--- src/rtl/adsPkg.sv ---
// --------------------
// ADS1115 at address 1001001 only, with fixed ±4.096 V range and 128 SPS
// Bus timing assumes a plain I2C slave with no clock stretching
// --------------------
`default_nettype none

package adsPkg;

    // Bit engine operations
    typedef enum logic [1:0] {
        opStart,
        opStop,
        opReadByte,
        opWriteByte
    } i2cOp_e;

    // One command for the bit engine, 10 bits
    typedef struct packed {
        i2cOp_e     op;
        logic [7:0] data;
    } i2cCmd_t;

    // Clamped results, chan0 sits in the low bits
    typedef struct packed {
        logic [11:0] chan3;
        logic [11:0] chan2;
        logic [11:0] chan1;
        logic [11:0] chan0;
    } adcResults_t;

    // 7-bit device address, ADDR pin tied to VDD
    localparam logic [6:0] adsAddr = 7'b1001001;

    // Register pointers
    localparam logic [7:0] ptrConversion = 8'h00;
    localparam logic [7:0] ptrConfig     = 8'h01;

    // Gain 001 (±4.096 V) then single-shot mode
    localparam logic [3:0] cfgModeBits = 4'b0011;

    // 128 SPS, comparator off
    localparam logic [7:0] cfgLsb = 8'b100_00011;

    // Engine phase counter width, 128 clocks per bus bit
    localparam int divBits = 7;

    // Wait counter width between ready polls
    localparam int pollDelay = 8;

    // Width of a clamped result
    localparam int resultBits = 12;

endpackage

`default_nettype wire
--- src/rtl/i2cBitEngine.sv ---
// --------------------
// Reads always answer with ACK, the device ACK after writes is not checked
// --------------------
`default_nettype none

module i2cBitEngine (
    input  logic            clk,
    input  logic            arstN,
    input  adsPkg::i2cCmd_t cmd,
    input  logic            cmdValid,
    input  logic            sdaIn,
    output logic            cmdDone,
    output logic            scl,
    output logic            sdaOut,
    output logic            sdaDrive,
    output logic [7:0]      rxByte
);
    import adsPkg::*;

    typedef enum logic [2:0] {
        engIdle,
        engStart,
        engStop,
        engWrite,
        engRcvAck,
        engRead,
        engSendAck,
        engDone
    } engState_e;

    localparam logic [divBits-1:0] lastPhase = '1;
    localparam logic [divBits-1:0] midHigh   = {1'b1, {(divBits - 1){1'b0}}};

    engState_e          state;
    logic [divBits-1:0] phase;
    logic [1:0]         quarter;
    logic               sclBit;
    logic [2:0]         bitCnt;
    logic [7:0]         shReg;

    assign quarter = phase[divBits-1 -: 2];
    assign sclBit  = (quarter == 2'd1) || (quarter == 2'd2); // High in the middle half

    always_ff @(posedge clk or negedge arstN) begin
        if (!arstN) begin
            state    <= engIdle;
            phase    <= '0;
            bitCnt   <= '0;
            cmdDone  <= 1'b1;
            scl      <= 1'b1;
            sdaOut   <= 1'b1;
            sdaDrive <= 1'b0;
        end else begin
            case (state)
                engIdle: begin
                    if (cmdValid) begin
                        cmdDone <= 1'b0;
                        phase   <= '0;
                        bitCnt  <= '0;
                        case (cmd.op)
                            opStart:     state <= engStart;
                            opStop:      state <= engStop;
                            opReadByte:  state <= engRead;
                            default:     state <= engWrite;
                        endcase
                    end
                end
                engStart: begin
                    sdaDrive <= 1'b1;
                    phase    <= phase + 1'b1;
                    case (quarter)
                        2'd0: begin
                            scl    <= 1'b1;
                            sdaOut <= 1'b1;
                        end
                        2'd1:    sdaOut <= 1'b0; // SDA falls while SCL high
                        2'd2:    scl <= 1'b0;
                        default: ;
                    endcase
                    if (phase == lastPhase) begin
                        cmdDone <= 1'b1;
                        state   <= engDone;
                    end
                end
                engStop: begin
                    sdaDrive <= 1'b1;
                    phase    <= phase + 1'b1;
                    case (quarter)
                        2'd0: begin
                            scl    <= 1'b0;
                            sdaOut <= 1'b0;
                        end
                        2'd1:    scl <= 1'b1;
                        2'd2:    sdaOut <= 1'b1; // SDA rises while SCL high
                        default: ;
                    endcase
                    if (phase == lastPhase) begin
                        cmdDone <= 1'b1;
                        state   <= engDone;
                    end
                end
                engWrite: begin
                    sdaDrive <= 1'b1;
                    sdaOut   <= shReg[7];
                    scl      <= sclBit;
                    phase    <= phase + 1'b1;
                    if (phase == lastPhase) begin
                        bitCnt <= bitCnt + 1'b1;
                        if (bitCnt == 3'd7) begin
                            state <= engRcvAck;
                        end
                    end
                end
                engRead: begin
                    sdaDrive <= 1'b0;
                    sdaOut   <= 1'b1;
                    scl      <= sclBit;
                    phase    <= phase + 1'b1;
                    if (phase == lastPhase) begin
                        bitCnt <= bitCnt + 1'b1;
                        if (bitCnt == 3'd7) begin
                            state <= engSendAck;
                        end
                    end
                end
                engRcvAck, engSendAck: begin
                    sdaDrive <= (state == engSendAck); // Device acks after a write
                    sdaOut   <= (state == engRcvAck);
                    scl      <= sclBit;
                    phase    <= phase + 1'b1;
                    if (phase == lastPhase) begin
                        cmdDone <= 1'b1;
                        state   <= engDone;
                    end
                end
                default: begin
                    if (!cmdValid) begin
                        state <= engIdle;
                    end
                end
            endcase
        end
    end

    // Data path
    always_ff @(posedge clk) begin
        if (state == engIdle && cmdValid) begin
            shReg <= cmd.data;
        end else if (state == engWrite && phase == lastPhase) begin
            shReg <= {shReg[6:0], 1'b0}; // MSB first
        end
        if (state == engRead && phase == midHigh) begin
            rxByte <= {rxByte[6:0], sdaIn};
        end
    end

endmodule

`default_nettype wire

--- config.mk ---
export PLATFORM = sky130hd
export DESIGN_NAME = i2cBitEngine
export DESIGN_NICKNAME = d
export VERILOG_FILES = /design/src/rtl/adsPkg.sv /design/src/rtl/i2cBitEngine.sv
export SDC_FILE = /design/constraint.sdc
export NUM_CORES = 1
export LEC_CHECK = 0
export ABC_CLOCK_PERIOD_IN_PS = 2500
export BUFFER_PORTS_ARGS = -buffer_cell sky130_fd_sc_hd__buf_4
export CAP_MARGIN = 20
export CORE_MARGIN = 3
export CORE_UTILIZATION = 57
export DETAILED_ROUTE_END_ITERATION = 7
export GPL_ROUTABILITY_DRIVEN = 0
export PLACE_DENSITY = 0.76
export SYNTH_ARGS = -nofsm -noshare
export SYNTH_HDL_FRONTEND = slang
export SYNTH_SLANG_ARGS = --single-unit
--- constraint.sdc ---
create_clock -name clk -period 2.5 [get_ports clk]
set_input_delay 0.75 -clock clk [delete_from_list [all_inputs] [get_ports clk]]
set_output_delay 0.75 -clock clk [all_outputs]
set_load 0.01 [all_outputs]
==> results of run 1 <==
placed cells by master (no fill, tap or decap), types with 4 or more instances in the layout:
cell type,synthesis,routed
nand2_1,36,36
and3_1,4,4
nand3_1,4,4
mux2i_1,4,4
nor2_1,8,8
edfxtp_1,16,16
a31oi_1,4,4
a21oi_1,15,15
or3_1,4,4
dfrtp_1,14,14
clkbuf_4,0,5
inv_1,12,12
ha_1,7,7
buf_4,2,29
o21ai_0,15,15
flip-flops by register name, indices dropped and copies added, names as in the netlist:
signal    count
bitCnt        3
cmdDone       1
phase         7
rxByte        8
scl           1
sdaDrive      1
sdaOut        1
shReg         8
state         3
power by group:
part / switching (W) / internal, W
clock network: 0.000178 / 0.000208
logic: 0.000410 / 0.000331
registers: 0.000216 / 0.000698
total: 0.000804 / 0.00124
cells by family after synthesis:
logic type               Yosys count
flip-flops                        33
AO/OA/AOI/OAI                     49
buffers and inverters             23
adder cells (fa/ha/maj)            7
multiplexers                       6
AND/OR/NAND/NOR                   75
XOR/XNOR                           1
metal layers:
layer	vias to the layer above	part of all wire (%)	GRT usage, %
met5	-	0	0
met1	757	42	29.9
met4	0	1.2	7.01
met2	71	50	36.4
met3	7	7.1	5.70
li1	745	-	-
final timing paths:
path                                      start              endpoint  slack, ns  cells past startpoint
setup / recovery           phase[0]$_DFFE_PN0P_  state[0]$_DFFE_PN0P_       0.48                      5
hold / removal                            arstN  phase[0]$_DFFE_PN0P_       0.26                      1
setup reg to reg           phase[0]$_DFFE_PN0P_  state[0]$_DFFE_PN0P_       0.48                      5
hold reg to reg             rxByte[4]$_DFFE_PP_   rxByte[5]$_DFFE_PP_       0.47                      0
max in group asynchronous                 arstN   cmdDone$_DFFE_PN1P_       1.98                      1
min in group clk            rxByte[4]$_DFFE_PP_   rxByte[5]$_DFFE_PP_       0.47                      0
metrics by stage:
| stage | total power (W) | cells | worst slack, ns | cell area (um^2) | hold WS [ns] |
|---|---|---|---|---|---|
| after floorplan | 0.00145 | 194 | 0.250 | 1880 | 0.452 |
| after CTS | 0.00204 | 265 | 0.498 | 2170 | 0.254 |
| after detailed placement | 0.00166 | 257 | 0.581 | 2100 | 0.447 |
| after global routing | 0.00218 | 265 | 0.334 | 2170 | 0.255 |
| final | 0.00204 | 265 | 0.476 | 2170 | 0.263 |
| after global placement | 0.00161 | 257 | 0.642 | 2100 | 0.438 |
final cells by class:
cell class	count	area (um^2)	share of cell area, %
tap	44	55.1	2.54
clock buffer	6	41.3	1.90
timing repair buffer	29	218	10.0
clock inverter	2	33.8	1.56
multi-input combinational	138	865	39.8
inverter	13	48.8	2.25
sequential	33	910	41.9
synthesized netlist by cell type:
master,instances,area share [%]
or4_1,1,0.40
nand2b_1,2,0.66
a311oi_1,1,0.47
nor4_1,2,0.66
nand3b_1,1,0.40
xor2_1,1,0.47
nand3_2,1,0.53
o2bb2ai_1,2,0.93
a32o_1,1,0.53
nor2_1,8,1.6
inv_1,12,2.4
nand2_1,36,7.2
nand2_2,1,0.33
or3_1,4,1.3
nor3_2,1,0.53
nor4_2,1,0.66
edfxtp_1,16,26
dfstp_2,3,4.2
clkbuf_1,1,0.20
o21ai_0,15,4.0
o211ai_1,1,0.40
buf_2,6,1.6
o22ai_1,2,0.66
inv_2,1,0.20
and2_1,1,0.33
buf_6,1,0.60
nor2b_1,3,1.0
nand4_1,2,0.66
a221o_1,2,1.1
o32ai_1,1,0.47
a31oi_1,4,1.3
and3_1,4,1.3
mux2_1,2,1.2
nand3b_4,1,1.1
ha_1,7,4.7
a21oi_1,15,4.0
nand3_1,4,1.1
dfrtp_1,14,19
mux2i_1,4,2.1
o21ai_1,2,0.53
nand4_2,1,0.66
o41ai_2,2,1.7
nor2_4,1,0.60
o21bai_1,1,0.40
buf_4,2,0.80
critical path, stage by stage (launching register included):
cell     delay (ns)
dfrtp_1        0.49
ha_1           0.33
nand2_2        0.16
or4_1          0.51
a21oi_1        0.25
o32ai_1        0.14
==> metrics.txt, run 1 <==
Die Wd 63.5 um; Adder-Cell Fraction of Synth Area 4.65%; largest fanout on the critical path 7; unrepaired setup endpoints after global routing false; Final setup viols 0; Peak Freq 0.494 GHz; status finished, final reports clean; CTS H-Tree Depth 2; Worst Hold Class input pin to async pin; row count 20; Die Ht 63.5 um; yosys warns 0; Netlist cell types 45; Slew @ Worst Pin 0.753 ns; number of global-route vias before repair 1495; DRT iter0 DRCs 153; clk_lat worst skew 0.34 ns; initial core utilization 60.7%; WL/cell 15.6 um; Vias/cell 5.96; TritonCTS Buffers 5; setup TNS 0 ns; clk buf depth 2; max_cap viols 0; CP startpoint kind flop; Yosys reg bits 33; antenna violations before repair 0; ratio of cells with drive above 1 in the final layout 21.7%; largest net degree at the start of global routing 24; Via Count 1580; Final period util 80.9%; leak pwr 0.943 nW; TritonCTS clock tree yes; Synth Area in Compound Gates 16.5%; mux cell area share after synthesis 3.32%; Final Hold Viols 0; # diodes 0; Reg clk slew, reported paths 0.10 ns; core area 3100 um^2; Crit Path Class flop to flop; largest family of logic cells by synthesized area simple AND/OR/NAND/NOR gates; cell area power density 940 nW/um^2; Min Clock Period, post-route 2.02 ns; Post-Synth XOR/XNOR Area 0.465%; antenna viol nets, final 0; Detailed Place HPWL 2990 um; Seq/Total Area, Yosys 48.3%; Worst Path Required 2.68 ns; Root Driver clkbuf_4; cts-stage hold buffer count 0; Peak VDD IR 700 uV; fill cell count 280; slew margin rel. 49.8%; post-route core utilization 70.0%; CTS sink count 33; die area 4030 um^2; Avg Inst Size Synth 9.71 um^2; TritonRoute pass-1 iters 4; max-slew violation count 0; syn nets 215; P&R area growth vs syn 15.3%; DRT Wirelength 4150 um; port buffer count 25; Post-CTS Resized 0; global-route wire length before repair 6970 um; cell count after synthesis 194; Post-CTS Setup Bufs 0; Post-layout nets 241; Synth Area in Simple Gates 21.0%; I/O pin count 26; mapped cell area 1880 um^2; gr ovfl total 0; Final Skew 0.00662 ns; crit path DAT 2.21 ns; DRC 0; Tot GR Track Use 22.6%; CP endpoint kind flop
(Power assumes the default switching activity.)
==> inputs of run 2 (changes only) <==
- ABC_CLOCK_PERIOD_IN_PS: 2500 -> 1700
- CORE_UTILIZATION: 57 -> 51
- PLACE_DENSITY: 0.76 -> 0.72
- clock period: 2.5 -> 1.7 ns (I/O delays scaled with it)
==> run 2 against run 1 <==
Sequential cell count stayed put; utilization is 0.13 points lower; count of clock-buffer cells in the layout stayed put; critical endpoint unchanged; largest cell class is now multi-input gates; non-clock buffer count is 17 higher.
==> metrics.txt, run 2 (same netlist as run 1, synthesis figures left out) <==
CTS sink count 33 (unchanged); TritonRoute pass-1 iters 5 (+1); initial core utilization 54.7% (-6.0 points); Buf/Inv on CP 1 (+1); critical path's top delay family simple AND/OR/NAND/NOR gates; clk buf depth 2 (unchanged); DRT iter0 DRCs 128 (-16%); area of placed instances 2240 um^2 (+6.8%); Place WS -0.0113 ns (-0.592 ns); Post-layout nets 258 (+7.1%); leak pwr 1.03 nW (+8.8%); fin worst setup slack 0.0735 ns (-0.403 ns); Max stage delay cell, worst path or4_4; Top Registers rxByte (8), shReg (8), phase (7); Min Clock Period, post-route 1.63 ns (-0.397 ns); max_cap viols 0 (unchanged); DRT Wirelength 4180 um (+0.84%); port buffer count 25 (unchanged); ratio of cells with drive above 1 in the final layout 34.0% (+12 points); Worst Hold Class input pin to async pin; slew margin rel. 73.3% (+23 points); crit path DAT 1.79 ns (-0.42 ns); TritonCTS clock tree yes; Reg clk slew, reported paths 0.07 ns (-0.03 ns); max-slew violation count 0 (unchanged); Crit Path Class flop to flop; TritonCTS Buffers 5 (unchanged); Root Driver clkbuf_8; Die Wd 66.8 um (+5.2%); most frequent cells in the layout buf_4, nand2_1, edfxtp_1; cts-stage hold buffer count 0 (unchanged); Peak Freq 0.615 GHz (+24%); critical path cell sequence ha_4 -> ha_4 -> inv_1 -> or4_4 -> a21oi_2 -> o32ai_1; Final Skew 0.00400 ns (-0.00262 ns); status finished, final reports clean; row count 21 (+5.0%); I/O pin count 26 (unchanged); antenna viol nets, final 0 (unchanged); Via Count 1618 (+2.4%); core area 3440 um^2 (+11%); total power 0.00327 W (+60%); placed insts 272 (+5.8%); Final Hold Viols 0 (unchanged); Final Cell Area 2400 um^2 (+11%); global-route wire length before repair 7000 um (+0.39%); die area 4460 um^2 (+11%); setup TNS 0 ns (unchanged); DRC 0 (unchanged); largest fanout on the critical path 3 (-4); Cell Count, Final, Fillers Out 284 (+7.2%); Detailed Place HPWL 3030 um (+1.1%); CP endpoint kind flop; antenna violations before repair 0 (unchanged); cell area power density 1360 nW/um^2 (+45%); CTS H-Tree Depth 2 (unchanged); P&R area growth vs syn 27.6%; Slew @ Worst Pin 0.399 ns (-0.353 ns); Final setup viols 0 (unchanged); WL/cell 14.7 um (-5.9%); FF+latch area 916 um^2 (+0.69%); Worst path most repeated cell ha_4; CP startpoint kind flop; fill cell count 273 (-2.5%); # diodes 0 (unchanged); number of global-route vias before repair 1567 (+4.8%); Worst Path Required 1.87 ns (-0.81 ns); most common cell after layout, fill and taps aside buf_4; unrepaired setup endpoints after global routing false; Peak VDD IR 917 uV (+31%); CP peak stage delay 0.50 ns (about the same); Tot GR Track Use 21.2% (-1.4 points); Die Ht 66.8 um (+5.2%); largest net degree at the start of global routing 22 (-8.3%); gr ovfl total 0 (unchanged); multi-input logic area 937 um^2 (+8.4%); Final period util 95.7% (+15 points); Vias/cell 5.70 (-4.4%); clk_lat worst skew 0.29 ns (-0.05 ns)
run 2: changes by cell type in the layout (fill, tap and decap cells not counted), sizes merged:
cell and delta:
buf +17, bufinv -1, clkinv +1
run 2: timing repair:
item                                    in CTS  in global routing
gates resized for setup                      4                 11
buffers inserted                             0                  4
pin swaps                                    0                  2
endpoints found under the setup margin      10                 19
run 2: path summary, 6_finish.rpt:
path	start	end	slack (ns)	cells after the start
max	bitCnt[0]$_DFFE_PN0P_	state[0]$_DFFE_PN0P_	0.07	6
min	arstN	sdaDrive$_DFFE_PN0P_	0.07	1
max reg2reg	bitCnt[0]$_DFFE_PN0P_	state[0]$_DFFE_PN0P_	0.07	6
min reg2reg	rxByte[0]$_DFFE_PP_	rxByte[1]$_DFFE_PP_	0.46	0
max in group asynchronous	arstN	cmdDone$_DFFE_PN1P_	1.37	1
min in group clk	sdaIn	rxByte[0]$_DFFE_PP_	0.39	1
run 2: layer usage:
metal	GRT usage (%)	part of all wire [%]	wire length, um	vias to the layer above
met5	0	0	0	-
met3	4.05	5.1	214	10
met2	33.5	49	2050	56
met4	11.9	2.3	98	0
li1	-	-	-	782
met1	26.9	43	1810	770
run 2: report_power, final:
| group | internal [W] | switching (W) |
|---|---|---|
| clock network | 0.000283 | 0.000288 |
| logic | 0.000670 | 0.000761 |
| registers | 0.00104 | 0.000231 |
run 2: metrics by stage:
step / util (%) / hold slack [ns]
3_3_place_gp: 65.0 / 0.386
6_report: 69.8 / 0.0746
2_1_floorplan: - / 0.214
3_5_place_dp: 65.0 / 0.388
4_1_cts: 67.8 / 0.0757
5_1_grt: 69.8 / 0.0793
run 2: cell type report:
type                    count  share of cell area [%]
multi-input cells         138                    39.0
clock inverters             2                   0.416
well taps                  46                    2.39
flip-flops and latches     33                    38.1
repair buffers             46                    15.0
inverters                  13                    2.03
clock buffers               6                    3.02
run 2: worst reg2reg max path: stages, from the launching register on:
cell	delay, ns
dfrtp_1	0.40
ha_4	0.16
ha_4	0.13
inv_1	0.04
or4_4	0.50
a21oi_2	0.17
o32ai_1	0.10
