## src/rtl/adsPkg.sv

```systemverilog
// --------------------
// ADS1115 at address 1001001 only, with fixed ±4.096 V range and 128 SPS
// Bus timing assumes a plain I2C slave with no clock stretching
// --------------------
`default_nettype none

package adsPkg;

    // Bit engine operations
    typedef enum logic [1:0] {
        opStart,
        opStop,
        opReadByte,
        opWriteByte
    } i2cOp_e;

    // One command for the bit engine, 10 bits
    typedef struct packed {
        i2cOp_e     op;
        logic [7:0] data;
    } i2cCmd_t;

    // Clamped results, chan0 sits in the low bits
    typedef struct packed {
        logic [11:0] chan3;
        logic [11:0] chan2;
        logic [11:0] chan1;
        logic [11:0] chan0;
    } adcResults_t;

    // 7-bit device address, ADDR pin tied to VDD
    localparam logic [6:0] adsAddr = 7'b1001001;

    // Register pointers
    localparam logic [7:0] ptrConversion = 8'h00;
    localparam logic [7:0] ptrConfig     = 8'h01;

    // Gain 001 (±4.096 V) then single-shot mode
    localparam logic [3:0] cfgModeBits = 4'b0011;

    // 128 SPS, comparator off
    localparam logic [7:0] cfgLsb = 8'b100_00011;

    // Engine phase counter width, 128 clocks per bus bit
    localparam int divBits = 7;

    // Wait counter width between ready polls
    localparam int pollDelay = 8;

    // Width of a clamped result
    localparam int resultBits = 12;

endpackage

`default_nettype wire
```

## src/rtl/adsSequencer.sv

```systemverilog
// --------------------
// Polls the config register until OS is set, no limit on the number of polls
// --------------------
`default_nettype none

module adsSequencer (
    input  logic            clk,
    input  logic            arstN,
    input  logic            convReq,
    input  logic [1:0]      channel,
    input  logic            cmdDone,
    input  logic [7:0]      rxByte,
    output logic            convDone,
    output logic [15:0]     rawCode,
    output adsPkg::i2cCmd_t cmd,
    output logic            cmdValid
);
    import adsPkg::*;

    typedef enum logic [2:0] {
        seqIdle,
        seqRun,
        seqWaitEng,
        seqNext,
        seqDelay,
        seqDone
    } seqState_e;

    typedef enum logic [1:0] {
        taskSetup,
        taskPoll,
        taskPointer,
        taskRead
    } adsTask_e;

    seqState_e            state;
    adsTask_e             curTask;
    logic [2:0]           step;
    logic [pollDelay-1:0] waitCnt;
    logic                 engStarted;
    i2cCmd_t              stepCmd;
    logic                 isDelay;
    logic                 lastStep;
    logic                 firstRead;

    // Command list of each task
    always_comb begin
        stepCmd  = '{op: opStart, data: 8'h00};
        isDelay  = 1'b0;
        lastStep = 1'b0;
        case (curTask)
            taskSetup: begin
                case (step)
                    3'd0: stepCmd.op = opStart;
                    3'd1: stepCmd = '{op: opWriteByte, data: {adsAddr, 1'b0}};
                    3'd2: stepCmd = '{op: opWriteByte, data: ptrConfig};
                    3'd3: stepCmd = '{op: opWriteByte, data: {2'b11, channel, cfgModeBits}};
                    3'd4: stepCmd = '{op: opWriteByte, data: cfgLsb};
                    default: begin
                        stepCmd.op = opStop;
                        lastStep   = 1'b1;
                    end
                endcase
            end
            taskPoll: begin
                case (step)
                    3'd0:       isDelay = 1'b1;
                    3'd1:       stepCmd.op = opStart;
                    3'd2:       stepCmd = '{op: opWriteByte, data: {adsAddr, 1'b1}};
                    3'd3, 3'd4: stepCmd.op = opReadByte;
                    default: begin
                        stepCmd.op = opStop;
                        lastStep   = 1'b1;
                    end
                endcase
            end
            taskPointer: begin
                case (step)
                    3'd0: stepCmd.op = opStart;
                    3'd1: stepCmd = '{op: opWriteByte, data: {adsAddr, 1'b0}};
                    3'd2: stepCmd = '{op: opWriteByte, data: ptrConversion};
                    default: begin
                        stepCmd.op = opStop;
                        lastStep   = 1'b1;
                    end
                endcase
            end
            default: begin
                case (step)
                    3'd0:       stepCmd.op = opStart;
                    3'd1:       stepCmd = '{op: opWriteByte, data: {adsAddr, 1'b1}};
                    3'd2, 3'd3: stepCmd.op = opReadByte;
                    default: begin
                        stepCmd.op = opStop;
                        lastStep   = 1'b1;
                    end
                endcase
            end
        endcase
    end

    assign firstRead = (curTask == taskPoll && step == 3'd3) ||
                       (curTask == taskRead && step == 3'd2);

    always_ff @(posedge clk or negedge arstN) begin
        if (!arstN) begin
            state      <= seqIdle;
            curTask    <= taskSetup;
            step       <= '0;
            waitCnt    <= '0;
            engStarted <= 1'b0;
            convDone   <= 1'b1;
            rawCode    <= '0;
            cmd        <= '{op: opStart, data: 8'h00};
            cmdValid   <= 1'b0;
        end else begin
            case (state)
                seqIdle: begin
                    if (convReq) begin
                        convDone <= 1'b0;
                        curTask  <= taskSetup;
                        step     <= '0;
                        state    <= seqRun;
                    end
                end
                seqRun: begin
                    if (isDelay) begin
                        waitCnt <= '0;
                        state   <= seqDelay;
                    end else begin
                        cmd        <= stepCmd;
                        cmdValid   <= 1'b1;
                        engStarted <= 1'b0;
                        state      <= seqWaitEng;
                    end
                end
                seqWaitEng: begin
                    if (!cmdDone) begin
                        engStarted <= 1'b1;
                    end else if (engStarted) begin
                        cmdValid <= 1'b0;
                        state    <= seqNext;
                        if (cmd.op == opReadByte) begin
                            if (firstRead) begin
                                rawCode[15:8] <= rxByte;
                            end else begin
                                rawCode[7:0] <= rxByte;
                            end
                        end
                    end
                end
                seqNext: begin
                    state <= seqRun;
                    if (!lastStep) begin
                        step <= step + 3'd1;
                    end else begin
                        step <= '0;
                        case (curTask)
                            taskSetup:   curTask <= taskPoll;
                            taskPoll: begin
                                if (rawCode[15]) begin
                                    curTask <= taskPointer; // OS set, conversion finished
                                end
                            end
                            taskPointer: curTask <= taskRead;
                            default: begin
                                convDone <= 1'b1;
                                state    <= seqDone;
                            end
                        endcase
                    end
                end
                seqDelay: begin
                    waitCnt <= waitCnt + 1'b1;
                    if (waitCnt == '1) begin
                        state <= seqNext;
                    end
                end
                default: begin
                    if (!convReq) begin
                        state <= seqIdle;
                    end
                end
            endcase
        end
    end

endmodule

`default_nettype wire

```

## config.mk

```make
export PLATFORM = sky130hd
export DESIGN_NAME = adsSequencer
export DESIGN_NICKNAME = d
export VERILOG_FILES = /design/src/rtl/adsPkg.sv /design/src/rtl/adsSequencer.sv
export SDC_FILE = /design/constraint.sdc
export NUM_CORES = 1
export LEC_CHECK = 0
export BUFFER_PORTS_ARGS = -buffer_cell sky130_fd_sc_hd__buf_4
export CAP_MARGIN = 20
export CORE_MARGIN = 5
export CORE_UTILIZATION = 40
export CTS_BUF_LIST = sky130_fd_sc_hd__clkbuf_2
export DETAILED_ROUTE_END_ITERATION = 8
export GPL_TIMING_DRIVEN = 0
export HOLD_SLACK_MARGIN = 0.06
export SLEW_MARGIN = 0
export SYNTH_ARGS = -nofsm -noshare
export SYNTH_HDL_FRONTEND = slang
export SYNTH_SLANG_ARGS = --single-unit
```

## constraint.sdc

```tcl
create_clock -name clk -period 1.9 [get_ports clk]
set_clock_uncertainty 0.05 [all_clocks]
set_input_delay 0.095 -clock clk [delete_from_list [all_inputs] [get_ports clk]]
set_output_delay 0.095 -clock clk [all_outputs]
set_load 0.01 [all_outputs]
```

==> flow_summary.json, run 1 <==
{
  "nets": 319,
  "power_mw": 3.82,
  "p_sw_share_pct": 42.4,
  "routed_wl_um": 5450,
  "critical_path.slowest_cell": "dfrtp_2",
  "path_clk_slew_ns": 0.27,
  "leakagePower_nw": 1.50,
  "grtUsageTotal_pct": 15.5,
  "area_growth_pct": 34.6,
  "antenna_found_initial": 0,
  "worst_slack_ns": -0.0778,
  "cp-start-kind": "flip-flop",
  "cp-endpoint": "step[0]",
  "hold_viol": 0,
  "cap_violations": 0,
  "rsz0062_at_grt": "true",
  "hold_class": "primary input to asynchronous set/reset pin",
  "fmax_mhz": 506,
  "drive_above_1_share_pct": 39.8,
  "synthFlopType": "dfrtp_1",
  "p_clk_share_pct": 11.5,
  "regToRegSetupSlack_ns": -0.08,
  "yosysWarnings": 0,
  "maxSlewViolCount": 0,
  "gp_congestion": 0.834,
  "dpl_worst_slack_ns": -0.219,
  "coreArea_sq_mm": 0.00582,
  "synth.avg_cell_area_sq_um": 10.6,
  "internal-power_mw": 2.20,
  "cts_max_level": 2,
  "reg2reg_to": "step[0]",
  "drc_errors": 0,
  "num_vias": 1895,
  "clock_latency_ns": 0.45,
  "relSlewSlack_pct": 63.2,
  "overflow": 0,
  "dr.pass1.iters": 4,
  "row_count": 28,
  "path_delay_family": "compound AO/OA/AOI/OAI gates",
  "status": "complete, but fails checks",
  "start_util_pct": 40.5,
  "synth-seq-area-share_pct": 44.6,
  "die_w_um": 86.8,
  "dpl-instance-area_sq_mm": 0.00278,
  "synth_cell_types": 52,
  "hold-worst-slack_ns": 0.0812,
  "end_kind": "flip-flop",
  "crit_buf_inv": 1,
  "power_frac_comb_pct": 56.2,
  "async_reset_ff_share_pct": 100,
  "ys_seq_elements": 42,
  "setup_violations": 21,
  "crit_arrival_ns": 2.31,
  "port_buffers": 39,
  "cp_max_fo": 5,
  "critPathKind": "flip-flop to flip-flop",
  "clock-sinks": 42,
  "violations": "setup timing",
  "tightest_slew_ns": 0.552,
  "dp_hpwl_um": 3670,
  "syn-instance-count": 223,
  "reg2reg_depth": 6,
  "r2r-start": "step[1]",
  "avgRoutedWirePerCell_um": 14.8,
  "synth_edf_count": 0,
  "netlist_area_sq_mm": 0.00236,
  "cts-root-buf": "clkbuf_2",
  "antenna_cells": 0,
  "required_ns": 2.23,
  "fin_area_sq_mm": 0.00317,
  "setup_tns_ns": -0.789,
  "fp.dieH_um": 86.8,
  "path_cells": "buf_4 > ha_4 > o21ba_2 > a2111oi_4 > nor3_4 > mux2_4",
  "cts_buffers": 5,
  "io_pins": 42,
  "cts_tree": "done",
  "powerDensity_mw_per_mm2": 1200,
  "antenna_left": 0,
  "grt_first_pass_wirelength_um": 9210,
  "ctsLongestPathBuffers": 2,
  "grt_max_degree": 43,
  "min_period_ns": 1.98,
  "die_area_sq_mm": 0.00753,
  "fill_cells": 539,
  "fin_crit_sh_pct": 104,
  "startpoint": "step[1]",
  "p_switching_mw": 1.62,
  "cp.depth": 6,
  "vias_per_cell": 5.14,
  "drtIter0Drc": 67,
  "grt_pass1_vias": 1863,
  "cp_slowest_stage_delay_ns": 0.50,
  "max-vdd-ir-drop_v": 0.000766,
  "seq_power_share_pct": 32.3
}
what timing repair did:
item	4_1_cts	5_1_grt
hold endpoints to repair	64	0
setup endpoints to repair	24	34
hold buffers	13	0
pin swaps	7	8
gates resized for setup	20	14
buffers inserted	8	3
worst reg2reg max path, cell delays in order (launching register included):
cell,delay [ns]
dfrtp_2,0.50
buf_4,0.15
ha_4,0.17
o21ba_2,0.24
a2111oi_4,0.42
nor3_4,0.10
mux2_4,0.27
worst min-delay path by stage:
stage | start | endpoint | slack (ns) | depth (start not counted)
6_report | arstN | curTask[0] | 0.08 | 2
4_1_cts | arstN | state[2] | 0.08 | 2
5_1_grt | arstN | state[2] | 0.09 | 2
3_3_place_gp | arstN | waitCnt[5] | 0.08 | 1
3_5_place_dp | arstN | waitCnt[3] | 0.07 | 1
2_1_floorplan | arstN | cmdValid | -0.25 | 0
power by group through the flow:
stage	sequential, mW	combinational [mW]	clock (mW)
global placement	1.24	1.84	0
detailed placement	1.25	1.85	0
CTS	1.23	2.06	0.453
floorplan	1.25	1.35	0
finish	1.23	2.15	0.441
global route	1.27	2.39	0.491
sequential cells by signal, summed over array words and instances, names as in the netlist:
register    cells
rawCode        16
waitCnt         8
cmd             7
state           3
step            3
curTask         2
cmdValid        1
convDone        1
engStarted      1
kinds of logic after synthesis:
group / share of synthesized area, %
multiplexers: 11.2
other: 0.159
buffers and inverters: 5.47
adder cells (fa/ha/maj): 6.37
AO/OA/AOI/OAI: 15.8
flip-flops: 44.6
AND/OR/NAND/NOR: 16.3
area by class of cell:
| type | count | area [sq um] | area share (%) |
|---|---|---|---|
| multi-input combinational | 157 | 1320 | 41.7 |
| sequential | 42 | 1050 | 33.2 |
| timing repair buffer | 63 | 522 | 16.4 |
| tap | 75 | 93.8 | 2.96 |
| buffer | 11 | 82.6 | 2.60 |
| inverter | 13 | 48.8 | 1.54 |
| clock buffer | 5 | 25.0 | 0.789 |
| clock inverter | 3 | 25.0 | 0.789 |
per-layer routing:
metal / share of wire, % / track usage, % / up-vias
li1: - / - / 931
met1: 47 / 21.1 / 920
met2: 47 / 25.0 / 36
met3: 4.8 / 3.90 / 8
met4: 0.94 / 3.40 / 0
met5: 0 / 0 / -
per-stage QoR:
step / std cells / utilization (%)
6_report: 369 / 54.5
5_1_grt: 369 / 54.5
4_1_cts: 366 / 53.3
3_5_place_dp: 338 / 47.8
3_3_place_gp: 338 / 47.8
2_1_floorplan: 224 / -
synthesized netlist by cell type, types with 2 or more instances:
cell type / instances / area (sq um)
and3b_1: 2 / 17.5
nor2_1: 14 / 52.6
a221o_1: 2 / 20.0
dfrtp_1: 41 / 1030
ha_1: 12 / 150
or3_1: 2 / 12.5
a21oi_1: 11 / 55.1
nand3_1: 3 / 15.0
and3_1: 3 / 18.8
a22oi_1: 2 / 15.0
a21o_1: 2 / 15.0
o21ai_0: 15 / 75.1
a31oi_1: 3 / 18.8
mux2i_1: 5 / 50.1
nand3b_1: 2 / 15.0
nor4b_1: 2 / 17.5
buf_6: 2 / 22.5
nand2_1: 21 / 78.8
inv_1: 13 / 48.8
o32ai_1: 2 / 17.5
nand4b_1: 2 / 17.5
nand2b_1: 3 / 18.8
buf_2: 7 / 35.0
mux2_2: 19 / 214
a22o_1: 2 / 17.5
nor3b_1: 2 / 15.0
nor2_2: 2 / 12.5
buf_4: 3 / 22.5
cell usage in the layout, fill, tap and decap left out, drive strengths merged, types with 5 or more instances in the layout:
cell,count
o21ai,16
a21oi,12
inv,14
ha,12
buf,60
dfrtp,41
nor2,16
dlygate4sd3,13
mux2,19
nand2,21
clkbuf,6
mux2i,5
No activity file was read; power rests on OpenSTA's default activity.
==> inputs of run 2 (changes only) <==
--- a/config.mk
+++ b/config.mk
@@ -6,13 +6,13 @@
 export NUM_CORES = 1
 export LEC_CHECK = 0
 export BUFFER_PORTS_ARGS = -buffer_cell sky130_fd_sc_hd__buf_4
-export CAP_MARGIN = 20
 export CORE_MARGIN = 5
 export CORE_UTILIZATION = 40
 export CTS_BUF_LIST = sky130_fd_sc_hd__clkbuf_2
 export DETAILED_ROUTE_END_ITERATION = 8
 export GPL_TIMING_DRIVEN = 0
 export HOLD_SLACK_MARGIN = 0.06
+export SKIP_CTS_REPAIR_TIMING = 1
 export SLEW_MARGIN = 0
 export SYNTH_ARGS = -nofsm -noshare
 export SYNTH_HDL_FRONTEND = slang
==> flow_summary.json, run 2 (same netlist as run 1, synthesis figures left out) <==
{
  "status": "complete, but fails checks",
  "violations": "setup timing",
  "dr.pass1.iters": 4,
  "cp-start-kind": "flip-flop",
  "fill_cells": 551,
  "dp_hpwl_um": 3670,
  "cts_tree": "done",
  "path_clk_slew_ns": 0.28,
  "hold_class": "primary input to asynchronous set/reset pin",
  "start_util_pct": 40.5,
  "io_pins": 42,
  "maxSlewViolCount": 0,
  "cts-root-buf": "clkbuf_2",
  "antenna_found_initial": 0,
  "die_area_sq_mm": 0.00753,
  "reg_top3": "rawCode: 16 flops, waitCnt: 8 flops, cmd: 7 flops",
  "register_area_sq_mm": 0.00105,
  "required_ns": 2.23,
  "dpl-instance-area_sq_mm": 0.00278,
  "grt_pass1_vias": 1803,
  "num_vias": 1898,
  "cts_buffers": 5,
  "dp_cells": 338,
  "vias_per_cell": 5.16,
  "relSlewSlack_pct": 63.4,
  "critical_path.slowest_cell": "dfrtp_1",
  "powerDensity_mw_per_mm2": 1220,
  "fin_area_sq_mm": 0.00316,
  "p_clk_share_pct": 11.4,
  "fin_crit_sh_pct": 109,
  "area_growth_pct": 34.1,
  "routed_wl_um": 5500,
  "critPathKind": "flip-flop to flip-flop",
  "cp_max_fo": 6,
  "path_cells": "buf_6 > clkinvlp_4 > ha_4 > o21bai_4 > a2111oi_4 > nor3_4 > mux2_4",
  "cap_violations": 0,
  "worst_slack_ns": -0.177,
  "antenna_left": 0,
  "crit_arrival_ns": 2.41,
  "avgRoutedWirePerCell_um": 14.9,
  "fmax_mhz": 481,
  "nets": 318,
  "final_util_pct": 54.4,
  "p_switching_mw": 1.64,
  "port_buffers": 39,
  "max-vdd-ir-drop_v": 0.000720,
  "grt_first_pass_wirelength_um": 8700,
  "tightest_slew_ns": 0.549,
  "drc_errors": 0,
  "hold_viol": 0,
  "fp.dieH_um": 86.8,
  "rsz0062_at_grt": "true",
  "die_w_um": 86.8,
  "top_register": "rawCode",
  "grtUsageTotal_pct": 14.6,
  "clock_latency_ns": 0.45,
  "seq_power_share_pct": 32.0,
  "drive_above_1_share_pct": 39.9,
  "antenna_cells": 0,
  "min_period_ns": 2.08,
  "internal-power_mw": 2.22,
  "final_cells": 368,
  "end_kind": "flip-flop",
  "multi_input_area_sq_mm": 0.00132,
  "final_common_cell": "buf_4",
  "gp_congestion": 0.834,
  "setup_violations": 22,
  "coreArea_sq_mm": 0.00582,
  "grt_max_degree": 43,
  "ctsLongestPathBuffers": 2,
  "mostFrequentLayoutCells": "buf_4 (50), dfrtp_1 (40), nand2_1 (21), nor2_1 (14), o21ai_0 (13)",
  "power_frac_comb_pct": 56.6,
  "p_sw_share_pct": 42.5,
  "clock-sinks": 42,
  "largest_reg_flops": 16,
  "row_count": 28,
  "leakagePower_nw": 1.50,
  "cts_max_level": 2,
  "drtIter0Drc": 44,
  "overflow": 0,
  "cp_slowest_stage_delay_ns": 0.47
}
## run 2: power by group through the flow
stage          Sequential (mW)  Combinational [mW]  Clock [mW]
6_report                  1.23                2.19       0.440
5_1_grt                   1.27                2.42       0.491
4_1_cts                   1.23                1.86       0.453
3_5_place_dp              1.25                1.85           0
3_3_place_gp              1.24                1.84           0
2_1_floorplan             1.25                1.35           0
## run 2: per-stage QoR
step / hold slack, ns / setup WS [ns] / total power [mW] / setup TNS [ns]
4_1_cts: -0.463 / -0.293 / 3.54 / -5.36
5_1_grt: 0.0851 / -0.306 / 4.18 / -4.30
3_3_place_gp: 0.0766 / -0.239 / 3.08 / -4.31
3_5_place_dp: 0.0724 / -0.219 / 3.10 / -4.02
2_1_floorplan: -0.251 / -0.00522 / 2.60 / -0.00522
6_report: 0.0755 / -0.177 / 3.86 / -2.10
## run 2: worst max-delay path: cells and delay by family (launching register included)
kind / cells / cell delay [ns]
mux: 1 / 0.27
buf+inv: 2 / 0.29
simple gates: 1 / 0.10
fa+ha+maj: 1 / 0.21
compound gates: 2 / 0.63
flops: 1 / 0.47
## run 2: area by class of cell
class | instances | share of cell area (%)
Inverter | 13 | 1.66
Clock buffer | 5 | 0.791
Clock inverter | 3 | 0.791
Multi-Input combinational cell | 157 | 41.7
Sequential cell | 42 | 33.3
Tap cell | 75 | 2.97
Timing Repair Buffer | 62 | 16.3
Buffer | 11 | 2.45
## run 2: worst paths after layout
path / startpoint / end / slack [ns] / cells past startpoint
max: step[2] / step[0] / -0.18 / 7
min: arstN / state[2] / 0.08 / 2
max reg2reg: step[2] / step[0] / -0.18 / 7
min reg2reg: cmd[6] / cmd[6] / 0.45 / 2
max in group asynchronous: arstN / cmd[5] / 1.30 / 2
min in group clk: channel[0] / cmd[4] / 0.10 / 5
## run 2: layer usage
layer,vias up,routed length [um],global-route usage (%)
li1,926,-,-
met1,921,2530,19.6
met2,44,2620,23.6
met3,7,294,4.09
met4,0,51,3.40
met5,-,0,0
