<file path="config.mk">
export PLATFORM = sky130hd
export DESIGN_NAME = channelScanner
export DESIGN_NICKNAME = d
export VERILOG_FILES = /design/src/rtl/adsPkg.sv /design/src/rtl/channelScanner.sv
export SDC_FILE = /design/constraint.sdc
export NUM_CORES = 1
export LEC_CHECK = 0
export BUFFER_PORTS_ARGS = -buffer_cell sky130_fd_sc_hd__buf_2
export CAP_MARGIN = 10
export CORE_UTILIZATION = 44
export DETAILED_ROUTE_END_ITERATION = 6
export PLACE_DENSITY = 0.71
export SYNTH_ARGS = -nofsm -noshare
export SYNTH_HDL_FRONTEND = slang
export SYNTH_SLANG_ARGS = --single-unit
</file>
<file path="constraint.sdc">
create_clock -name clk -period 1.95 [get_ports clk]
set_clock_uncertainty 0.05 [all_clocks]
set_input_delay 0.195 -clock clk [delete_from_list [all_inputs] [get_ports clk]]
set_output_delay 0.195 -clock clk [all_outputs]
set_load 0.05 [all_outputs]
</file>
<file path="src/rtl/adsPkg.sv">
// --------------------
// ADS1115 at address 1001001 only, with fixed ±4.096 V range and 128 SPS
// Bus timing assumes a plain I2C slave with no clock stretching
// --------------------
`default_nettype none

package adsPkg;

    // Bit engine operations
    typedef enum logic [1:0] {
        opStart,
        opStop,
        opReadByte,
        opWriteByte
    } i2cOp_e;

    // One command for the bit engine, 10 bits
    typedef struct packed {
        i2cOp_e     op;
        logic [7:0] data;
    } i2cCmd_t;

    // Clamped results, chan0 sits in the low bits
    typedef struct packed {
        logic [11:0] chan3;
        logic [11:0] chan2;
        logic [11:0] chan1;
        logic [11:0] chan0;
    } adcResults_t;

    // 7-bit device address, ADDR pin tied to VDD
    localparam logic [6:0] adsAddr = 7'b1001001;

    // Register pointers
    localparam logic [7:0] ptrConversion = 8'h00;
    localparam logic [7:0] ptrConfig     = 8'h01;

    // Gain 001 (±4.096 V) then single-shot mode
    localparam logic [3:0] cfgModeBits = 4'b0011;

    // 128 SPS, comparator off
    localparam logic [7:0] cfgLsb = 8'b100_00011;

    // Engine phase counter width, 128 clocks per bus bit
    localparam int divBits = 7;

    // Wait counter width between ready polls
    localparam int pollDelay = 8;

    // Width of a clamped result
    localparam int resultBits = 12;

endpackage

`default_nettype wire
</file>
<file path="src/rtl/channelScanner.sv">
// --------------------
// Results are overwritten in place, no back-pressure
// --------------------
`default_nettype none

module channelScanner (
    input  logic                clk,
    input  logic                arstN,
    input  logic                convDone,
    input  logic [15:0]         rawCode,
    output logic                convReq,
    output logic [1:0]          channel,
    output adsPkg::adcResults_t results,
    output logic                resultValid
);
    import adsPkg::*;

    typedef enum logic [1:0] {
        scanRequest,
        scanWaitStart,
        scanWaitDone
    } scanState_e;

    scanState_e            state;
    logic [resultBits-1:0] clamped;

    // Negative codes read as zero
    assign clamped = rawCode[15] ? '0 : rawCode[14:3];

    always_ff @(posedge clk or negedge arstN) begin
        if (!arstN) begin
            state       <= scanRequest;
            convReq     <= 1'b0;
            channel     <= 2'd0;
            results     <= '0;
            resultValid <= 1'b0;
        end else begin
            resultValid <= 1'b0;
            case (state)
                scanRequest: begin
                    convReq <= 1'b1;
                    state   <= scanWaitStart;
                end
                scanWaitStart: begin
                    if (!convDone) begin
                        state <= scanWaitDone;
                    end
                end
                default: begin
                    if (convDone) begin
                        case (channel)
                            2'd0:    results.chan0 <= clamped;
                            2'd1:    results.chan1 <= clamped;
                            2'd2:    results.chan2 <= clamped;
                            default: results.chan3 <= clamped;
                        endcase
                        resultValid <= 1'b1;
                        convReq     <= 1'b0;
                        channel     <= channel + 2'd1; // Wraps 3 to 0
                        state       <= scanRequest;
                    end
                end
            endcase
        end
    end

endmodule

`default_nettype wire

</file>
==> results of run 1 <==
## layer usage
metal	track usage	vias up	routed length, µm
met5	0	-	0
met1	0.254	661	2010
met3	0.0361	5	221
li1	-	615	-
met2	0.223	46	1710
met4	0.0654	0	45
## cells by family after synthesis
kind of cell | after synthesis
xor gates and xnor gates | 2
muxes | 49
and+or+nand+nor | 22
DFF | 54
adders and majority gates | 4
AOI/OAI and AO/OA | 1
buffers and inverters | 8
## through the flow
| stage | util | hold WS, ns |
|---|---|---|
| 4_1_cts | 0.566 | 0.0831 |
| 3_3_place_gp | 0.541 | 0.161 |
| 6_report | 0.566 | 0.0848 |
| 2_1_floorplan | - | -0.151 |
| 3_5_place_dp | 0.541 | 0.165 |
| 5_1_grt | 0.566 | 0.0882 |
## state kept, by name, indices dropped and copies added, names as in the netlist
name / flops
state: 2
convReq: 1
results: 48
resultValid: 1
channel: 2
## what timing repair did
action | in CTS | in global routing
setup endpoints to repair | 0 | 0
buffers inserted | 0 | 0
gates resized for setup | 0 | 0
hold buffers | 1 | 0
hold endpoints to repair | 23 | 0
## cell usage after synthesis
master | instances | area share
sky130_fd_sc_hd__mux2_2 | 49 | 0.25
sky130_fd_sc_hd__and3_2 | 4 | 0.014
sky130_fd_sc_hd__nor2b_1 | 4 | 0.011
sky130_fd_sc_hd__nand2_1 | 1 | 0.0017
sky130_fd_sc_hd__inv_1 | 3 | 0.0052
sky130_fd_sc_hd__nor2_1 | 2 | 0.0034
sky130_fd_sc_hd__and2b_1 | 10 | 0.034
sky130_fd_sc_hd__a21oi_1 | 1 | 0.0023
sky130_fd_sc_hd__clkbuf_1 | 1 | 0.0017
sky130_fd_sc_hd__xnor2_1 | 2 | 0.0080
sky130_fd_sc_hd__dfrtp_1 | 54 | 0.62
sky130_fd_sc_hd__ha_1 | 4 | 0.023
sky130_fd_sc_hd__buf_6 | 4 | 0.021
sky130_fd_sc_hd__nand2b_1 | 1 | 0.0029
## how the worst max path moves through the flow
stage,from,to,slack [ns]
after floorplan,channel[0],results[26],0.16
after global placement,channel[0],results[2],0.34
after detailed placement,channel[0],results[7],0.33
after CTS,channel[0],results[7],0.32
after global routing,channel[0],results[2],0.25
final,channel[0],results[31],0.34
## cell usage in the layout (no fill, tap or decap), types with 3 or more instances in the layout
cell                       instances
sky130_fd_sc_hd__mux2_2           49
sky130_fd_sc_hd__inv_1             3
sky130_fd_sc_hd__and3_2            4
sky130_fd_sc_hd__clkbuf_8          5
sky130_fd_sc_hd__ha_1              4
sky130_fd_sc_hd__dfrtp_1          54
sky130_fd_sc_hd__and2b_1          10
sky130_fd_sc_hd__nor2b_1           4
sky130_fd_sc_hd__buf_2            67
## worst reg2reg max path: stages (launching register included)
cell and delay, ns:
sky130_fd_sc_hd__dfrtp_1 0.45, sky130_fd_sc_hd__inv_1 0.10, sky130_fd_sc_hd__ha_1 0.13, sky130_fd_sc_hd__and3_2 0.39, sky130_fd_sc_hd__mux2_2 0.38
## area by class of cell
type / instances / area [µm²] / area share
flip-flops and latches: 54 / 1350 / 0.502
clock inverters: 1 / 30.0 / 0.0112
multi-input cells: 78 / 772 / 0.287
inverters: 3 / 11.3 / 0.00419
repair buffers: 69 / 365 / 0.136
well taps: 67 / 83.8 / 0.0312
clock buffers: 7 / 76.3 / 0.0284
==> results.md, run 1 <==
* Outcome: finished, final reports clean
* Root Buffer Master: sky130_fd_sc_hd__clkbuf_8
* Yosys cell types at 14
* DIE HEIGHT at 72.4 µm
* Yosys Warn Count at 0
* Number of cells in the finished layout apart from fillers at 279
* Initial Util at 0.459
* R2r worst-path depth at 4
* Hold Violations, Final at 0
* Count of max-cap constraint violations at 0
* Type of element capturing the critical path: flip-flop
* Worst Max-Slew Pin Slew at 0.537 ns
* H-tree level count at 2
* Family with the most delay on the worst path: flip-flops
* Headroom to the max-slew limit at 0.642
* Ordered list of cells on the worst path: inv_1, ha_1, and3_2, mux2_2
* Global router's overall resource usage at 0.164
* Initial DRC count at 60
* Portion of the clock cycle consumed by the worst path in the final layout at 0.827
* Sequential area share after synthesis at 0.619
* Synthesis-stage register bit count at 54
* Number of buffer and inverter stages on the critical path at 1
* Initial antenna violation count at 0
* Setup tns final at 0 ns
* Width of the die at 72.4 µm
* Vias in the first global route at 1,217
* Worst setup margin at 0.337 ns
* CP peak stage delay at 0.45 ns
* Simple-gate share of the synthesized area at 0.0676
* Routed WL per cell at 14.3 µm
* Final nets at 234
* Antenna Diode Count at 0
* Post-layout minimum cycle time at 1.61 ns
* Number of max-slew violations in the final report at 0
* Average cell area after synthesis at 15.6 µm²
* Number of buffers on the longest clock path at 2
* Global-route wire length before repair at 6.38 mm
* Crit Path Category: reg -> reg
* Post-layout instance area at 2690 µm²
* Critical-path top delay cell: sky130_fd_sc_hd__dfrtp_1
* Detail Placement HPWL at 2.73 mm
* Count of unresolved DRC violations after routing at 0
* Antenna Violating Nets Remaining at 0
* Synthesized-area fraction occupied by adder cells at 0.0229
* Highest net fanout along the worst path at 12
* Reg2reg start: channel[0]
* Compound-cell area share of the yosys netlist at 0.00229
* I/O pin total at 71
* Clock latency reported for the late side of the worst-skew pair at 0.30 ns
* Net count of the mapped netlist at 163
* Final Setup Violations at 0
* Sort of element at the start of the critical path: flip-flop
* Placed instance area at 2570 µm²
* Clock sink count at 54
* Clock input transition at the sequential cells of the worst setup and hold paths at 0.09 ns
* Routed wire length at 3.99 mm
* Floorplan die area at 5250 µm²
* Post-Place Setup Slack at 0.328 ns
* Inst Count DP at 270
* Number of logic stages on the critical path including buffering at 4
* Unrepaired setup endpoints after global routing: false
* Setup slack of the worst register-to-register path at 0.34 ns
* Global placer's final weighted congestion at 0.671
* Synthesized instance count at 140
* Count of vias placed by the detailed router at 1,327
* Crit path DAT at 1.75 ns
* Average vias per placed instance at 4.76
* Worst min-delay path startpoint: convDone
* Post-synthesis xor/xnor area fraction at 0.00802
* Core Box Area at 4750 µm²
* Peak Freq at 0.620 GHz
* Filler Cells Inserted at 414
* Clock tree from TritonCTS: yes
* Drt pass-1 iters at 4
* Share of layout cells above drive strength 1 at 0.599
* Congestion Overflow GR at 0
* Area of the mapped netlist at 2180 µm²
* Dominant combinational cell family by area after synthesis: multiplexers
* Path type of the worst min-delay path: in -> reg
* Largest net degree at the start of global routing at 32
* Min-Delay Endpoint: state[1]
* Site Rows at 25
* CTS Buf Count at 5
* Post-synthesis mux area share at 0.253
* WHS Path Cells at 2
* Critical R2R Capture: results[31]
* Critical Path RT at 2.09 ns
* # port buffers at 67
* Signed area change from the synthesized netlist to the final layout at 23.2%
Power of run 1 is left out: the tool's default activity adds up to more than one toggle a clock period on the data nets, which glitch-free logic cannot reach.
==> run 2: changes to the inputs <==
--- a/config.mk
+++ b/config.mk
@@ -9,7 +9,7 @@
 export CAP_MARGIN = 10
 export CORE_UTILIZATION = 44
 export DETAILED_ROUTE_END_ITERATION = 6
-export PLACE_DENSITY = 0.71
+export PLACE_DENSITY = 0.74
 export SYNTH_ARGS = -nofsm -noshare
 export SYNTH_HDL_FRONTEND = slang
 export SYNTH_SLANG_ARGS = --single-unit
==> constraint.sdc (replaced) <==
create_clock -name clk -period 1.3 [get_ports clk]
set_clock_uncertainty 0.05 [all_clocks]
set_input_delay 0.13 -clock clk [delete_from_list [all_inputs] [get_ports clk]]
set_output_delay 0.13 -clock clk [all_outputs]
set_load 0.05 [all_outputs]
==> run 2 against run 1 <==
  * Critical path type unchanged
  * Global-route usage rose by 1.4 points
  * Sequential share of layout area fell by 3.3 points
  * Critical endpoint is now results[33]
  * Count of clock-buffer cells in the layout fell by 1
  * The run now ends with setup timing left
  * Critical path depth did not move
==> results.md, run 2 (same netlist as run 1, synthesis figures left out) <==
* Worst setup margin at -0.163 ns
* Setup slack of the worst register-to-register path at -0.16 ns
* Peak Freq at 0.684 GHz
* Detail Placement HPWL at 2.92 mm
* Unrepaired setup endpoints after global routing: true
* Antenna Violating Nets Remaining at 0
* Largest net degree at the start of global routing at 55
* Crit path DAT at 1.61 ns
* Inst Count DP at 280
* Share of the core filled with cells in the final layout at 0.607
* Largest register FFs at 48
* Global placer's final weighted congestion at 0.706
* Vias in the first global route at 1,318
* Leading cell type in the layout, fill and taps excluded: sky130_fd_sc_hd__buf_2
* Drt pass-1 iters at 3
* Family with the most delay on the worst path: flip-flops
* Type of element capturing the critical path: flip-flop
* Clock input transition at the sequential cells of the worst setup and hold paths at 0.09 ns
* Number of cells in the finished layout apart from fillers at 292
* Antenna Diode Count at 0
* Post-layout minimum cycle time at 1.46 ns
* Clock sink count at 54
* Highest net fanout along the worst path at 6
* DIE HEIGHT at 72.4 µm
* Number of buffer and inverter stages on the critical path at 1
* Final nets at 247
* CTS Buf Count at 5
* Critical-path top delay cell: sky130_fd_sc_hd__dfrtp_2
* Filler Cells Inserted at 401
* Width of the die at 72.4 µm
* Initial antenna violation count at 0
* Site Rows at 25
* Initial Util at 0.459
* Path type of the worst min-delay path: in -> reg
* H-tree level count at 2
* Clock tree from TritonCTS: yes
* Count of max-cap constraint violations at 0
* Root Buffer Master: sky130_fd_sc_hd__clkbuf_8
* Critical Path RT at 1.45 ns
* Register with the most flip-flops: results
* I/O pin total at 71
* Worst hold slack across all endpoints at 0.173 ns
* Commonest non-fill, non-tap cells in the layout: sky130_fd_sc_hd__buf_2, sky130_fd_sc_hd__dfrtp_1, sky130_fd_sc_hd__mux2_2, sky130_fd_sc_hd__mux2_4, sky130_fd_sc_hd__and2b_1
* Signed area change from the synthesized netlist to the final layout at 32.3%
* Outcome: finished, violations left
* Sort of element at the start of the critical path: flip-flop
* Post-Place Setup Slack at -0.186 ns
* Share of layout cells above drive strength 1 at 0.662
* Final Setup Violations at 48
* Count of vias placed by the detailed router at 1,358
* CP peak stage delay at 0.44 ns
* Headroom to the max-slew limit at 0.813
* Ordered list of cells on the worst path: inv_2, ha_2, and3_4, mux2_2
* Initial DRC count at 49
* Count of unresolved DRC violations after routing at 0
* Worst Max-Slew Pin Slew at 0.280 ns
* Clock latency reported for the late side of the worst-skew pair at 0.30 ns
* Floorplan die area at 5250 µm²
* Failing checks: setup timing
* Congestion Overflow GR at 0
* Routed WL per cell at 15.0 µm
* Largest regs: results: 48 flops, channel: 2 flops, state: 2 flops
* Core Box Area at 4750 µm²
* Number of max-slew violations in the final report at 0
* Average vias per placed instance at 4.65
* Global-route wire length before repair at 6.89 mm
* Hold Violations, Final at 0
* Global router's overall resource usage at 0.179
* Portion of the clock cycle consumed by the worst path in the final layout at 1.13
* # port buffers at 67
* Number of buffers on the longest clock path at 2
* Routed wire length at 4.38 mm
* Crit Path Category: reg -> reg
[run 2: changes by cell type in the layout (fill, tap and decap cells not counted), sizes merged]
| cell | change |
|---|---|
| and3 | +2 |
| clkbuf | -1 |
| bufinv | -1 |
| buf | +11 |
| inv | +1 |
| clkinvlp | +1 |
[run 2: layout make-up]
type / instances / area (µm²) / area share
clock inverter: 2 / 16.3 / 0.00563
timing repair buffer: 80 / 468 / 0.162
tap: 67 / 83.8 / 0.0290
multi-input combinational: 80 / 871 / 0.302
clock buffer: 6 / 82.6 / 0.0286
sequential: 54 / 1360 / 0.469
inverter: 3 / 11.3 / 0.00390
[run 2: path summary, 6_finish.rpt]
kind / start / endpoint / depth (start not counted)
min in group asynchronous: arstN / results[8] / 3
max: channel[0] / results[33] / 4
min: convDone / state[1] / 3
max in group asynchronous: arstN / channel[1] / 3
max reg2reg: channel[0] / results[33] / 4
min reg2reg: results[7] / results[7] / 1
[run 2: timing repair]
item	in CTS	in global routing
hold buffers	1	0
buffers inserted	1	0
endpoints found under the setup margin	48	49
gates cloned	2	0
resized for setup	8	17
endpoints found under the hold margin	54	0
[run 2: metrics by stage]
step	instance area (µm²)	setup TNS [ns]
after global placement	2670	-6.50
after global routing	2890	-8.67
after floorplan	2190	-11.52
after detailed placement	2670	-7.47
after CTS	2830	-7.24
final	2890	-6.68
[run 2: metal layers]
metal	up-vias	GRT usage	part of all wire
li1	649	-	-
met1	654	0.263	0.50
met2	48	0.256	0.44
met3	7	0.0403	0.051
met4	0	0.0719	0.014
met5	-	0	0
[run 2: worst min-delay path, stage by stage]
cell	delay (ns)
sky130_fd_sc_hd__buf_2	0.17
sky130_fd_sc_hd__buf_4	0.15
sky130_fd_sc_hd__nor2_1	0.04
Power of run 2 is left out for the same reason.
==> run 3: changes to the inputs <==
--- a/config.mk
+++ b/config.mk
@@ -6,10 +6,9 @@
 export NUM_CORES = 1
 export LEC_CHECK = 0
 export BUFFER_PORTS_ARGS = -buffer_cell sky130_fd_sc_hd__buf_2
-export CAP_MARGIN = 10
-export CORE_UTILIZATION = 44
+export CORE_UTILIZATION = 40
 export DETAILED_ROUTE_END_ITERATION = 6
-export PLACE_DENSITY = 0.74
+export PLACE_DENSITY = 0.68
 export SYNTH_ARGS = -nofsm -noshare
 export SYNTH_HDL_FRONTEND = slang
 export SYNTH_SLANG_ARGS = --single-unit
==> run 3 against run 2 <==
  * The run still ends with setup timing left
  * Global-route usage fell by 1.4 points
  * Die area rose by 9.7%
  * Count of clock-buffer cells in the layout rose by 1
  * Utilization fell by 4.5 points
  * Non-clock buffer count did not move
  * Fmax fell by 1.1%
==> results.md, run 3 (same netlist as run 1, synthesis figures left out) <==
* Worst min-delay path startpoint: convDone
* Reg2reg start: channel[1]
* H-tree level count at 2
* Routed wire length at 4.46 mm
* Floorplan die area at 5760 µm²
* Register with the most flip-flops: results
* Sort of element at the start of the critical path: flip-flop
* Number of max-slew violations in the final report at 0
* Clock tree from TritonCTS: yes
* Clock input transition at the sequential cells of the worst setup and hold paths at 0.09 ns
* Vias in the first global route at 1,324
* Initial Util at 0.422
* Root Buffer Master: sky130_fd_sc_hd__clkbuf_8
* Clock sink count at 54
* Global router's overall resource usage at 0.165
* Congestion Overflow GR at 0
* Setup tns final at -6.74 ns
* CP peak stage delay at 0.44 ns
* Clock latency reported for the late side of the worst-skew pair at 0.30 ns
* # port buffers at 67
* Global placer's final weighted congestion at 0.681
* Largest regs: results: 48 flops, channel: 2 flops, state: 2 flops
* Hold Violations, Final at 0
* CTS Buf Count at 5
* DIE HEIGHT at 75.9 µm
* Highest net fanout along the worst path at 5
* Detail Placement HPWL at 2.97 mm
* Routed WL per cell at 15.2 µm
* Signed area change from the synthesized netlist to the final layout at 33.2%
* Final Setup Violations at 49
* Number of buffers on the longest clock path at 2
* Largest net degree at the start of global routing at 55
* Worst Max-Slew Pin Slew at 0.297 ns
* Worst Setup SP: channel[1]
* Count of max-cap constraint violations at 0
* Crit path DAT at 1.62 ns
* Count of vias placed by the detailed router at 1,384
* Register Area at 1350 µm²
* Core Box Area at 5170 µm²
* Combined area of the multi-input logic cells at 865 µm²
* Ordered list of cells on the worst path: inv_2, ha_2, and3_4, buf_6, mux2_4
* Width of the die at 75.9 µm
* Average vias per placed instance at 4.71
* Headroom to the max-slew limit at 0.802
* I/O pin total at 71
* Path type of the worst min-delay path: in -> reg
* Failing checks: setup timing
* Final nets at 246
* Critical Path RT at 1.44 ns
* Crit Path Category: reg -> reg
* Antenna Violating Nets Remaining at 0
* Initial antenna violation count at 0
* Peak Freq at 0.676 GHz
* Outcome: finished, violations left
* Drt pass-1 iters at 4
* Critical-path top delay cell: sky130_fd_sc_hd__dfrtp_2
* Type of element capturing the critical path: flip-flop
* Commonest non-fill, non-tap cells in the layout: sky130_fd_sc_hd__buf_2, sky130_fd_sc_hd__dfrtp_1, sky130_fd_sc_hd__mux2_2, sky130_fd_sc_hd__mux2_4, sky130_fd_sc_hd__and2b_1
* Site Rows at 26
* Worst hold slack across all endpoints at 0.140 ns
* Filler Cells Inserted at 457
* Share of layout cells above drive strength 1 at 0.647
* Largest register FFs at 48
* Leading cell type in the layout, fill and taps excluded: sky130_fd_sc_hd__buf_2
* Antenna Diode Count at 0
* Unrepaired setup endpoints after global routing: true
* Portion of the clock cycle consumed by the worst path in the final layout at 1.14
* Count of unresolved DRC violations after routing at 0
* Worst setup margin at -0.180 ns
* Initial DRC count at 66
* Post-layout minimum cycle time at 1.48 ns
* Global-route wire length before repair at 6.77 mm
run 3: layout make-up:
type                            instances  share of cell area
Multi-Input combinational cell         79               0.297
Tap cell                               70              0.0301
Clock buffer                            7              0.0297
Inverter                                3             0.00387
Timing Repair Buffer                   80               0.172
Clock inverter                          1             0.00172
Sequential cell                        54               0.465
run 3: timing repair:
item                                    4_1_cts  5_1_grt
gates resized for setup                      11       20
cloned                                        1        0
setup buffers                                 1        1
endpoints found under the setup margin       48       50
hold buffers                                  1        0
endpoints found under the hold margin        54        0
run 3: final timing paths:
kind                                    end  slack, ns  cells past startpoint
worst max register to register  results[20]      -0.18                      5
worst min register to register  results[10]       0.46                      1
max in group asynchronous        channel[0]       0.65                      3
min in group asynchronous       results[46]       0.31                      3
worst max-delay path            results[20]      -0.18                      5
worst min-delay path               state[1]       0.14                      3
run 3: per-layer routing:
| metal | share of wire | wire length, µm | track usage | vias up |
|---|---|---|---|---|
| met5 | 0 | 0 | 0 | - |
| met2 | 0.44 | 1970 | 0.245 | 46 |
| li1 | - | - | - | 643 |
| met1 | 0.50 | 2240 | 0.236 | 690 |
| met4 | 0.011 | 47 | 0.0494 | 0 |
| met3 | 0.045 | 202 | 0.0437 | 5 |
run 3: stage by stage:
step,area (µm²),cells,setup slack [ns],util
floorplan,2190,140,-0.267,-
global placement,2680,282,-0.173,0.517
detailed placement,2680,282,-0.189,0.517
CTS,2830,293,-0.172,0.548
global route,2910,294,-0.224,0.562
finish,2910,294,-0.180,0.562
run 3: critical path, delay by kind of cell (launching register included):
kind / cells / cell delay (ns)
and+or+nand+nor: 1 / 0.21
DFF: 1 / 0.44
muxes: 1 / 0.30
adders and majority gates: 1 / 0.15
buffers and inverters: 2 / 0.21
Power of run 3 is left out for the same reason.
